==> src/dmem_settings.svh <==
`ifndef DMEM_SETTINGS_SVH
`define DMEM_SETTINGS_SVH

// widths of the data-memory port

// byte address from the memory stage
`define DMEM_ADDR_W 32

// one bus word
// lane logic assumes a multiple of 16
`define DMEM_DATA_W 32

`endif

==> src/dmem_pkg.sv <==
`default_nettype none

`include "dmem_settings.svh"

package dmem_pkg;

    // access width from the decoded load/store opcode
    typedef enum logic [1:0] {
        mem_byte = 2'd0,            // lb / lbu / sb
        mem_half = 2'd1,            // lh / lhu / sh
        mem_word = 2'd2             // lw / sw
    } mem_width_t;

    // memory-stage request, stable while stall is high
    typedef struct packed {
        logic                    en;          // load or store in mem stage
        logic                    wr;          // 1 = store
        mem_width_t              width;
        logic                    unsigned_ld; // lbu / lhu
        logic [`DMEM_ADDR_W-1:0] addr;        // aligned byte address
        logic [`DMEM_DATA_W-1:0] wdata;       // store data, low bits used
    } mem_req_t;

    // outgoing sram-like request
    typedef struct packed {
        logic                    req;   // held until addr_ok
        logic                    wr;
        logic [1:0]              size;  // 0 byte, 1 half, 2 word
        logic [`DMEM_ADDR_W-1:0] addr;
        logic [`DMEM_DATA_W-1:0] wdata; // lane replicated
    } bus_req_t;

    // incoming sram-like response
    typedef struct packed {
        logic                    addr_ok; // address accepted
        logic                    data_ok; // read data valid / write done
        logic [`DMEM_DATA_W-1:0] rdata;   // whole word, not shifted
    } bus_resp_t;

endpackage

`default_nettype wire

==> src/dmem_port_top.sv <==
`timescale 1ns/1ps
`default_nettype none

`include "dmem_settings.svh"

module dmem_port_top (
    input  logic                    clk,
    input  logic                    rst,
    input  dmem_pkg::mem_req_t      mem_req,
    input  logic                    hold,
    output logic                    stall,
    output logic [`DMEM_DATA_W-1:0] load_data,
    output dmem_pkg::bus_req_t      bus_req,
    input  dmem_pkg::bus_resp_t     bus_resp
);

    import dmem_pkg::*;

    logic [1:0]              st_size;     // bus size code
    logic [`DMEM_DATA_W-1:0] st_wdata;    // lane replicated store data
    logic [`DMEM_DATA_W-1:0] rdata_hold;  // word kept after data_ok

    // store side, combinational
    store_align i_store_align (
        .mem_req (mem_req),
        .size    (st_size),
        .wdata   (st_wdata)
    );

    // handshake and stall control
    sram_like_bridge i_bridge (
        .clk        (clk),
        .rst        (rst),
        .mem_req    (mem_req),
        .size       (st_size),
        .wdata      (st_wdata),
        .hold       (hold),
        .stall      (stall),
        .bus_req    (bus_req),
        .bus_resp   (bus_resp),
        .rdata_hold (rdata_hold)
    );

    // load side, uses the still-stable mem stage request
    load_extend i_load_extend (
        .word        (rdata_hold),
        .width       (mem_req.width),
        .unsigned_ld (mem_req.unsigned_ld),
        .offset      (mem_req.addr[1:0]),
        .load_data   (load_data)
    );

endmodule

`default_nettype wire

==> src/load_extend.sv <==
`timescale 1ns/1ps
`default_nettype none

`include "dmem_settings.svh"

module load_extend (
    input  logic [`DMEM_DATA_W-1:0] word,        // held read word
    input  dmem_pkg::mem_width_t    width,
    input  logic                    unsigned_ld,
    input  logic [1:0]              offset,      // addr[1:0]
    output logic [`DMEM_DATA_W-1:0] load_data
);

    import dmem_pkg::*;

    logic [7:0]  sel_byte;   // addressed byte
    logic [15:0] sel_half;   // addressed half
    logic        byte_fill;  // extension bit for byte loads
    logic        half_fill;  // extension bit for half loads

    // lane select, little endian
    assign sel_byte = word[{offset, 3'b000} +: 8];
    assign sel_half = offset[1] ? word[31:16] : word[15:0];

    // zero fill for lbu / lhu
    assign byte_fill = ~unsigned_ld & sel_byte[7];
    assign half_fill = ~unsigned_ld & sel_half[15];

    always_comb begin
        case (width)
            mem_byte: load_data = {{(`DMEM_DATA_W-8){byte_fill}}, sel_byte};
            mem_half: load_data = {{(`DMEM_DATA_W-16){half_fill}}, sel_half};
            mem_word: load_data = word;
            default:  load_data = word;  // unused code
        endcase
    end

endmodule

`default_nettype wire

==> src/sram_like_bridge.sv <==
`timescale 1ns/1ps
`default_nettype none

`include "dmem_settings.svh"

module sram_like_bridge (
    input  logic                    clk,
    input  logic                    rst,
    input  dmem_pkg::mem_req_t      mem_req,
    input  logic [1:0]              size,       // from store_align
    input  logic [`DMEM_DATA_W-1:0] wdata,      // from store_align
    input  logic                    hold,       // pipeline held elsewhere
    output logic                    stall,
    output dmem_pkg::bus_req_t      bus_req,
    input  dmem_pkg::bus_resp_t     bus_resp,
    output logic [`DMEM_DATA_W-1:0] rdata_hold  // last read word
);

    import dmem_pkg::*;

    logic addr_rcv;   // address phase done, waiting for data_ok
    logic finished;   // access done, pipeline not yet moved on
    logic req_int;

    // request only for a fresh access
    assign req_int = mem_req.en & ~addr_rcv & ~finished;

    // address handshake
    // addr_ok together with data_ok means the data_ok wins
    // and the access is already over, so no address-received state
    always_ff @(posedge clk) begin
        if (rst) begin
            addr_rcv <= 1'b0;
        end else if (req_int && bus_resp.addr_ok && !bus_resp.data_ok) begin
            addr_rcv <= 1'b1;
        end else if (bus_resp.data_ok) begin
            addr_rcv <= 1'b0;   // data phase closed
        end
    end

    // finished stays up while hold keeps the same request
    // in the mem stage, otherwise en would start a second access
    always_ff @(posedge clk) begin
        if (rst) begin
            finished <= 1'b0;
        end else if (bus_resp.data_ok) begin
            finished <= 1'b1;
        end else if (!hold) begin
            finished <= 1'b0;   // pipeline advances this cycle
        end
    end

    // read word kept until the next data_ok
    always_ff @(posedge clk) begin
        if (rst) begin
            rdata_hold <= '0;
        end else if (bus_resp.data_ok) begin
            rdata_hold <= bus_resp.rdata;
        end
    end

    // outgoing request, fields straight from the mem stage
    always_comb begin
        bus_req.req   = req_int;
        bus_req.wr    = mem_req.en & mem_req.wr;
        bus_req.size  = size;
        bus_req.addr  = mem_req.addr;
        bus_req.wdata = wdata;
    end

    // falls one cycle after data_ok
    assign stall = mem_req.en & ~finished;

endmodule

`default_nettype wire

==> src/store_align.sv <==
`timescale 1ns/1ps
`default_nettype none

`include "dmem_settings.svh"

module store_align (
    input  dmem_pkg::mem_req_t       mem_req,
    output logic [1:0]               size,  // bus size code
    output logic [`DMEM_DATA_W-1:0]  wdata  // data copied into every lane
);

    import dmem_pkg::*;

    // sram-like size encoding
    localparam logic [1:0] size_byte = 2'd0;
    localparam logic [1:0] size_half = 2'd1;
    localparam logic [1:0] size_word = 2'd2;

    localparam int n_bytes = `DMEM_DATA_W / 8;
    localparam int n_halves = `DMEM_DATA_W / 16;

    // low parts of the store data
    logic [7:0]  st_byte;
    logic [15:0] st_half;

    assign st_byte = mem_req.wdata[7:0];
    assign st_half = mem_req.wdata[15:0];

    // slave picks the lane from addr and size, so
    // every lane of the access width gets the same value
    always_comb begin
        case (mem_req.width)
            mem_byte: begin
                size  = size_byte;
                wdata = {n_bytes{st_byte}};     // sb: b b b b
            end
            mem_half: begin
                size  = size_half;
                wdata = {n_halves{st_half}};    // sh: h h
            end
            mem_word: begin
                size  = size_word;
                wdata = mem_req.wdata;          // sw: as is
            end
            default: begin
                // unused enum code, treat as word
                size  = size_word;
                wdata = mem_req.wdata;
            end
        endcase
    end

endmodule

`default_nettype wire

==> config.mk <==
export PLATFORM = sky130hd
export DESIGN_NAME = dmem_port_top
export DESIGN_NICKNAME = d
export VERILOG_FILES = /design/src/dmem_pkg.sv /design/src/dmem_port_top.sv /design/src/load_extend.sv /design/src/sram_like_bridge.sv /design/src/store_align.sv
export VERILOG_INCLUDE_DIRS = /design/src /design/src/src
export SDC_FILE = /design/constraint.sdc
export NUM_CORES = 1
export LEC_CHECK = 0
export BUFFER_PORTS_ARGS = -buffer_cell sky130_fd_sc_hd__buf_2
export CORE_AREA = 2 2 87 89
export CTS_BUF_LIST = sky130_fd_sc_hd__clkbuf_4 sky130_fd_sc_hd__clkbuf_8 sky130_fd_sc_hd__clkbuf_16
export CTS_CLUSTER_DIAMETER = 100
export CTS_CLUSTER_SIZE = 20
export DETAILED_ROUTE_END_ITERATION = 12
export DIE_AREA = 0 0 89 91
export PLACE_DENSITY = 0.92
export SYNTH_ARGS = -nofsm -noshare
export SYNTH_HDL_FRONTEND = slang
export SYNTH_HIERARCHICAL = 1
export SYNTH_SLANG_ARGS = --single-unit
export TNS_END_PERCENT = 10
==> constraint.sdc <==
create_clock -name clk -period 1.5 [get_ports clk]
set_input_delay 0.15 -clock clk [delete_from_list [all_inputs] [get_ports clk]]
set_output_delay 0.15 -clock clk [all_outputs]
set_load 0.005 [all_outputs]
==> results_dict.tcl, run 1 <==
set metrics [dict create \
    htreeDepth 2 \
    vdd.ir_drop.worst_uv 518 \
    drtPass1Iterations 5 \
    drc_errors 0 \
    synth-warning-count 6 \
    drv_slew 0 \
    io_buffers 146 \
    clock_sinks 34 \
    wl_per_cell_um 15.8 \
    hold_class "primary input to register" \
    postSynthAreaPerCell_um2 8.17 \
    antenna_found_initial 0 \
    syn_nets 464 \
    fillers 733 \
    path_class "register to output port" \
    p_sw_w 0.000741 \
    worstPathRequired_ns 1.35 \
    grt-busiest-layer "met2" \
    clock_power_share_pct 31.0 \
    via_per_inst 4.98 \
    worst_slew_pin_slew_ns 0.655 \
    grt_util_all_layers_pct 19.6 \
    powerDensity_mw_per_mm2 750 \
    root_buffer "clkbuf_8" \
    ys_types 34 \
    synthTopCellsByArea "dfxtp_1 23%, buf_4 20%, mux2i_1 14%, nand2_1 8.1%, mux2_2 5.0%" \
    n_antenna_cell 0 \
    yosysSeqAreaShare_pct 23.3 \
    layout.nets 542 \
    min_period_ns 1.79 \
    setup_slack_ns -0.291 \
    yosys-top-cells-count "78 x buf_4, 63 x nand2_1, 42 x mux2i_1" \
    max_slew_margin_pct 56.3 \
    switching_share_pct 28.9 \
    vias 2668 \
    cts_tree "yes" \
    grt_pass1_wl_mm 12.4 \
    finalSetupViolations 25 \
    place_ws_ns -0.0409 \
    grt-ovfl-total 0 \
    synth_edf_count 0 \
    path_max_fanout 6 \
    rsz0062_at_grt "true" \
    fp.dieH_um 91 \
    synth_top_area_cell "dfxtp_1" \
    yosysTopAreaCellShare_pct 23.3 \
    ys_ff_latch 34 \
    dieArea_mm2 0.00810 \
    internal-power_w 0.00182 \
    ant_nets 0 \
    drive_gt1_share_pct 49.9 \
    met3_usage_pct 4.45 \
    die_x_um 89 \
    first_global_vias 2586 \
    hold_ws_ns 0.0967 \
    ys.flop_type "dfxtp_1" \
    status "complete, but fails checks" \
    crit_arrival_ns 1.64 \
    netlist_instances 358 \
    pin_count 207 \
    async_reset_ff_share_pct 0 \
    syn_area_mm2 0.00293 \
    maxCapViolations 0 \
    numCtsBuffers 5 \
    clk_path_buf_depth 2 \
    grt_max_degree 35 \
    min_period_over_period_pct 119 \
    yosys.cell_count.top_type "buf_4" \
    hold_buffers 0 \
    power_frac_seq_pct 39.3 \
    clk_latency_ns 0.28 \
    initial_utilization_pct 41.0 \
    final.setup_skew_ns 0.000371 \
    gp_congestion 0.868 \
    endpoint_kind "output port" \
    p_comb_share_pct 29.7 \
    design.core.area_mm2 0.00714 \
    hold_viol 0 \
    seqCellArea_um2 689 \
    clkTransAtPathRegs_ns 0.07 \
    gr-usage-met2_pct 37.1 \
    start_kind "register" \
    violations "negative setup slack" \
    multi_input_area_mm2 0.00154 \
    grt_util_met1_pct 20.7 \
    max_freq_ghz 0.558 \
    syn2layout_area_growth_pct 16.9 \
    drtIter0Drc 130 \
    row_count 31 \
    drt-total-wl_mm 8.48 \
    p_leak_nw 1.87 \
    dp_hpwl_mm 6.76 \
]
-- worst paths after layout --
path	start	to	slack, ns	cells after the start
min	bus_resp[8]	i_bridge/rdata_hold[8]	0.1	3
max	i_bridge/rdata_hold[23]	load_data[10]	-0.29	6
max reg2reg	i_bridge/rdata_hold[31]	i_bridge/rdata_hold[31]	0.67	3
min reg2reg	i_bridge/addr_rcv	i_bridge/addr_rcv	0.46	2
-- worst max-delay path, stage by stage, from the launching register on --
cell	delay, ns
dfxtp_2	0.34
mux2i_2	0.18
mux2_4	0.20
nor4_4	0.04
buf_4	0.17
a221o_1	0.30
buf_2	0.14
-- state kept, by name (all words and copies together), names as in the netlist --
signal / flops
i_bridge/addr_rcv: 1
i_bridge/finished: 1
i_bridge/rdata_hold: 32
-- logic make-up after synthesis --
logic type             synth area share [%]
AND/OR/NAND/NOR                        18.4
buffers and inverters                  26.2
multiplexers                           21.4
AO/OA/AOI/OAI                          10.7
flip-flops                             23.3
-- power groups by stage --
stage | Sequential (W) | Combinational (W) | Clock (W)
after floorplan | 0.00101 | 0.000583 | 0
after global placement | 0.00102 | 0.000718 | 0
after detailed placement | 0.00102 | 0.000739 | 0
after CTS | 0.00100 | 0.000747 | 0.000816
after global routing | 0.00101 | 0.000834 | 0.000856
final | 0.00101 | 0.000762 | 0.000794
-- per-layer routing --
layer,share of wire (%),wire length [µm]
met2,53,4490
met4,1.5,127
met3,8.4,711
met5,0,0
met1,37,3150
-- area by class of cell --
class	count	area share [%]
tap	99	3.62
sequential	34	20.2
multi-input combinational	223	45.0
clock buffer	8	3.22
timing repair buffer	169	27.6
inverter	3	0.329
-- metrics by stage --
step                      utilization [%]  TNS (ns)  instance area [µm²]  total power [W]  std cells
after floorplan                         -         0                 2930          0.00159        358
after global placement               45.1         0                 3220          0.00174        526
after detailed placement             45.1    -0.237                 3220          0.00176        526
after CTS                            47.0     -6.09                 3350          0.00256        536
after global routing                 47.9     -7.43                 3420          0.00270        536
final                                47.9     -5.39                 3420          0.00256        536
-- placed cells by master (no fill, tap or decap), types with 5 or more instances in the layout --
cell	netlist	layout
nand2b_1	6	5
clkbuf_8	0	8
mux2i_1	42	40
dfxtp_2	0	7
mux2_2	13	13
o21ai_0	9	9
a22oi_1	5	5
nor2_1	37	36
buf_4	78	19
nor2b_1	8	5
buf_2	6	146
dfxtp_1	34	27
a221o_1	8	8
nand2_1	63	63
-- timing repair --
item                       CTS  global route
pin swaps                    1             2
gates resized for setup      5            18
setup buffers                2             0
setup endpoints to repair   28            32
No activity file was read; power rests on OpenSTA's default activity.
==> inputs of run 2 (changes only) <==
--- a/config.mk
+++ b/config.mk
@@ -14,6 +14,7 @@
 export DETAILED_ROUTE_END_ITERATION = 12
 export DIE_AREA = 0 0 89 91
 export PLACE_DENSITY = 0.92
+export REMOVE_ABC_BUFFERS = 1
 export SYNTH_ARGS = -nofsm -noshare
 export SYNTH_HDL_FRONTEND = slang
 export SYNTH_HIERARCHICAL = 1
==> run 2 against run 1 <==
  * The run still ends with negative setup slack left
  * Worst hold slack improved by 0.0066 ns
  * Largest cell class unchanged
  * Clock skew is essentially flat
  * Power rose by 0.84%
==> results_dict.tcl, run 2 (synthesis gave the netlist of run 1 again) <==
set metrics [dict create \
    final.setup_skew_ns 0.0000181 \
    power_frac_seq_pct 38.7 \
    syn2layout_area_growth_pct 13.3 \
    r2r-end "i_bridge/rdata_hold[31]" \
    gp_congestion 0.789 \
    vdd.ir_drop.worst_uv 421 \
    design.core.area_mm2 0.00714 \
    max_slew_margin_pct 51.5 \
    ant_nets 0 \
    p_sw_w 0.000717 \
    internal-power_w 0.00187 \
    start_kind "register" \
    numCtsBuffers 5 \
    vias 2727 \
    clock_power_share_pct 33.3 \
    r2r_setup_slack_ns 0.69 \
    wl_per_cell_um 17.3 \
    worstPathRequired_ns 1.35 \
    switching_share_pct 27.8 \
    clkTransAtPathRegs_ns 0.07 \
    dp_hpwl_mm 7.18 \
    mostFrequentLayoutCell "buf_2" \
    reg_top3 "i_bridge/rdata_hold (32), i_bridge/addr_rcv (1), i_bridge/finished (1)" \
    grt_util_all_layers_pct 21.4 \
    hold_ws_ns 0.103 \
    largest_reg_flops 32 \
    root_buffer "clkbuf_8" \
    pin_count 207 \
    min_period_ns 1.81 \
    crit_chain "mux2i_2 > mux2_4 > nor4_4 > buf_6 > a221o_1 > buf_2" \
    final_area_mm2 0.00331 \
    drc_errors 0 \
    dieArea_mm2 0.00810 \
    worst_slew_pin_slew_ns 0.726 \
    setup_slack_ns -0.311 \
    row_count 31 \
    grt_pass1_wl_mm 13.1 \
    drtPass1Iterations 8 \
    min_period_over_period_pct 121 \
    grt_max_degree 40 \
    status "complete, but fails checks" \
    mostFrequentLayoutCells "146 x buf_2, 63 x nand2_1, 40 x mux2i_1, 37 x nor2_1, 31 x dfxtp_1" \
    final_cells 530 \
    path_class "register to output port" \
    initial_utilization_pct 41.0 \
    hold_viol 0 \
    crit_arrival_ns 1.66 \
    first_global_vias 2607 \
    max_freq_ghz 0.552 \
    whs_path_depth 3 \
    cp_slowest_stage_delay_ns 0.37 \
    drtIter0Drc 84 \
    drive_gt1_share_pct 46.5 \
    clk_latency_ns 0.28 \
    p_comb_share_pct 28.0 \
    finalSetupViolations 25 \
    via_per_inst 5.15 \
    endpoint_kind "output port" \
    drt-total-wl_mm 9.17 \
    violations "negative setup slack" \
    r2r_start "i_bridge/rdata_hold[31]" \
    postPlaceCellArea_mm2 0.00315 \
    p_leak_nw 1.82 \
    die_x_um 89 \
    hold_start "bus_resp[14]" \
    clock_sinks 34 \
    rsz0062_at_grt "true" \
    antenna_found_initial 1 \
    hold_buffers 0 \
    regMostFlops "i_bridge/rdata_hold" \
    io_buffers 146 \
    r2r_cells 3 \
    place_inst 519 \
    clk_path_buf_depth 2 \
    path_max_fanout 7 \
    layout.nets 535 \
    holdPathEnd "i_bridge/rdata_hold[14]" \
    cts_tree "yes" \
    powerDensity_mw_per_mm2 780 \
    fillers 746 \
    maxCapViolations 0 \
    grt-ovfl-total 0 \
    slowest_stage "dfxtp_2" \
    drv_slew 0 \
    fp.dieH_um 91 \
    htreeDepth 2 \
    hold_class "primary input to register" \
]
[run 2: what timing repair did]
item | CTS | global route
buffers inserted | 2 | 0
pin swaps | 1 | 0
setup endpoints to repair | 26 | 30
gates resized for setup | 6 | 5
[run 2: routing by layer]
layer  global-route usage [%]  part of all wire [%]  vias up
li1                         -                     -     1263
met1                     22.9                    38     1258
met2                     34.6                    45      193
met3                     13.6                    15       13
met4                     5.72                   1.1        0
met5                     4.20                     0        -
[run 2: power groups by stage]
stage	Sequential, W	Combinational, W	Clock (W)
after detailed placement	0.00102	0.000713	0
after global placement	0.00101	0.000691	0
after floorplan	0.00101	0.000301	0
after global routing	0.00101	0.000793	0.000929
final	0.00100	0.000723	0.000860
after CTS	0.000998	0.000723	0.000890
[run 2: final cells by class]
type	count	area, µm²	area share (%)
Tap cell	99	124	3.74
Sequential cell	34	684	20.6
Clock buffer	7	83.8	2.53
Clock inverter	1	30.0	0.906
Inverter	3	11.3	0.340
Timing Repair Buffer	162	883	26.7
Antenna cell	1	2.50	0.0755
Multi-Input combinational cell	223	1500	45.1
[run 2: how the worst max path moves through the flow]
stage	depth (start not counted)	startpoint	slack [ns]	endpoint
final	6	i_bridge/rdata_hold[15]	-0.31	load_data[9]
after global routing	6	i_bridge/rdata_hold[15]	-0.38	load_data[9]
after CTS	6	i_bridge/rdata_hold[15]	-0.29	load_data[9]
after detailed placement	6	mem_req[33]	-0.08	load_data[23]
after global placement	6	mem_req[33]	-0.05	load_data[7]
after floorplan	4	i_bridge/rdata_hold[31]	0.18	load_data[10]
[run 2: worst max-delay path: cells and delay by family, from the launching register on]
| kind | cells | cell delay [ns] |
|---|---|---|
| buffers and inverters | 2 | 0.31 |
| muxes | 2 | 0.38 |
| and+or+nand+nor | 1 | 0.19 |
| DFF | 1 | 0.37 |
| AOI/OAI and AO/OA | 1 | 0.12 |
[run 2: per-stage QoR]
| stage | total power (W) | worst slack [ns] | setup TNS (ns) | utilization, % |
|---|---|---|---|---|
| floorplan | 0.00131 | 0.183 | 0 | - |
| global placement | 0.00170 | -0.0486 | -0.256 | 44.2 |
| detailed placement | 0.00173 | -0.0779 | -1.26 | 44.2 |
| CTS | 0.00261 | -0.293 | -4.97 | 46.2 |
| global route | 0.00273 | -0.381 | -7.98 | 46.4 |
| finish | 0.00258 | -0.311 | -5.13 | 46.4 |
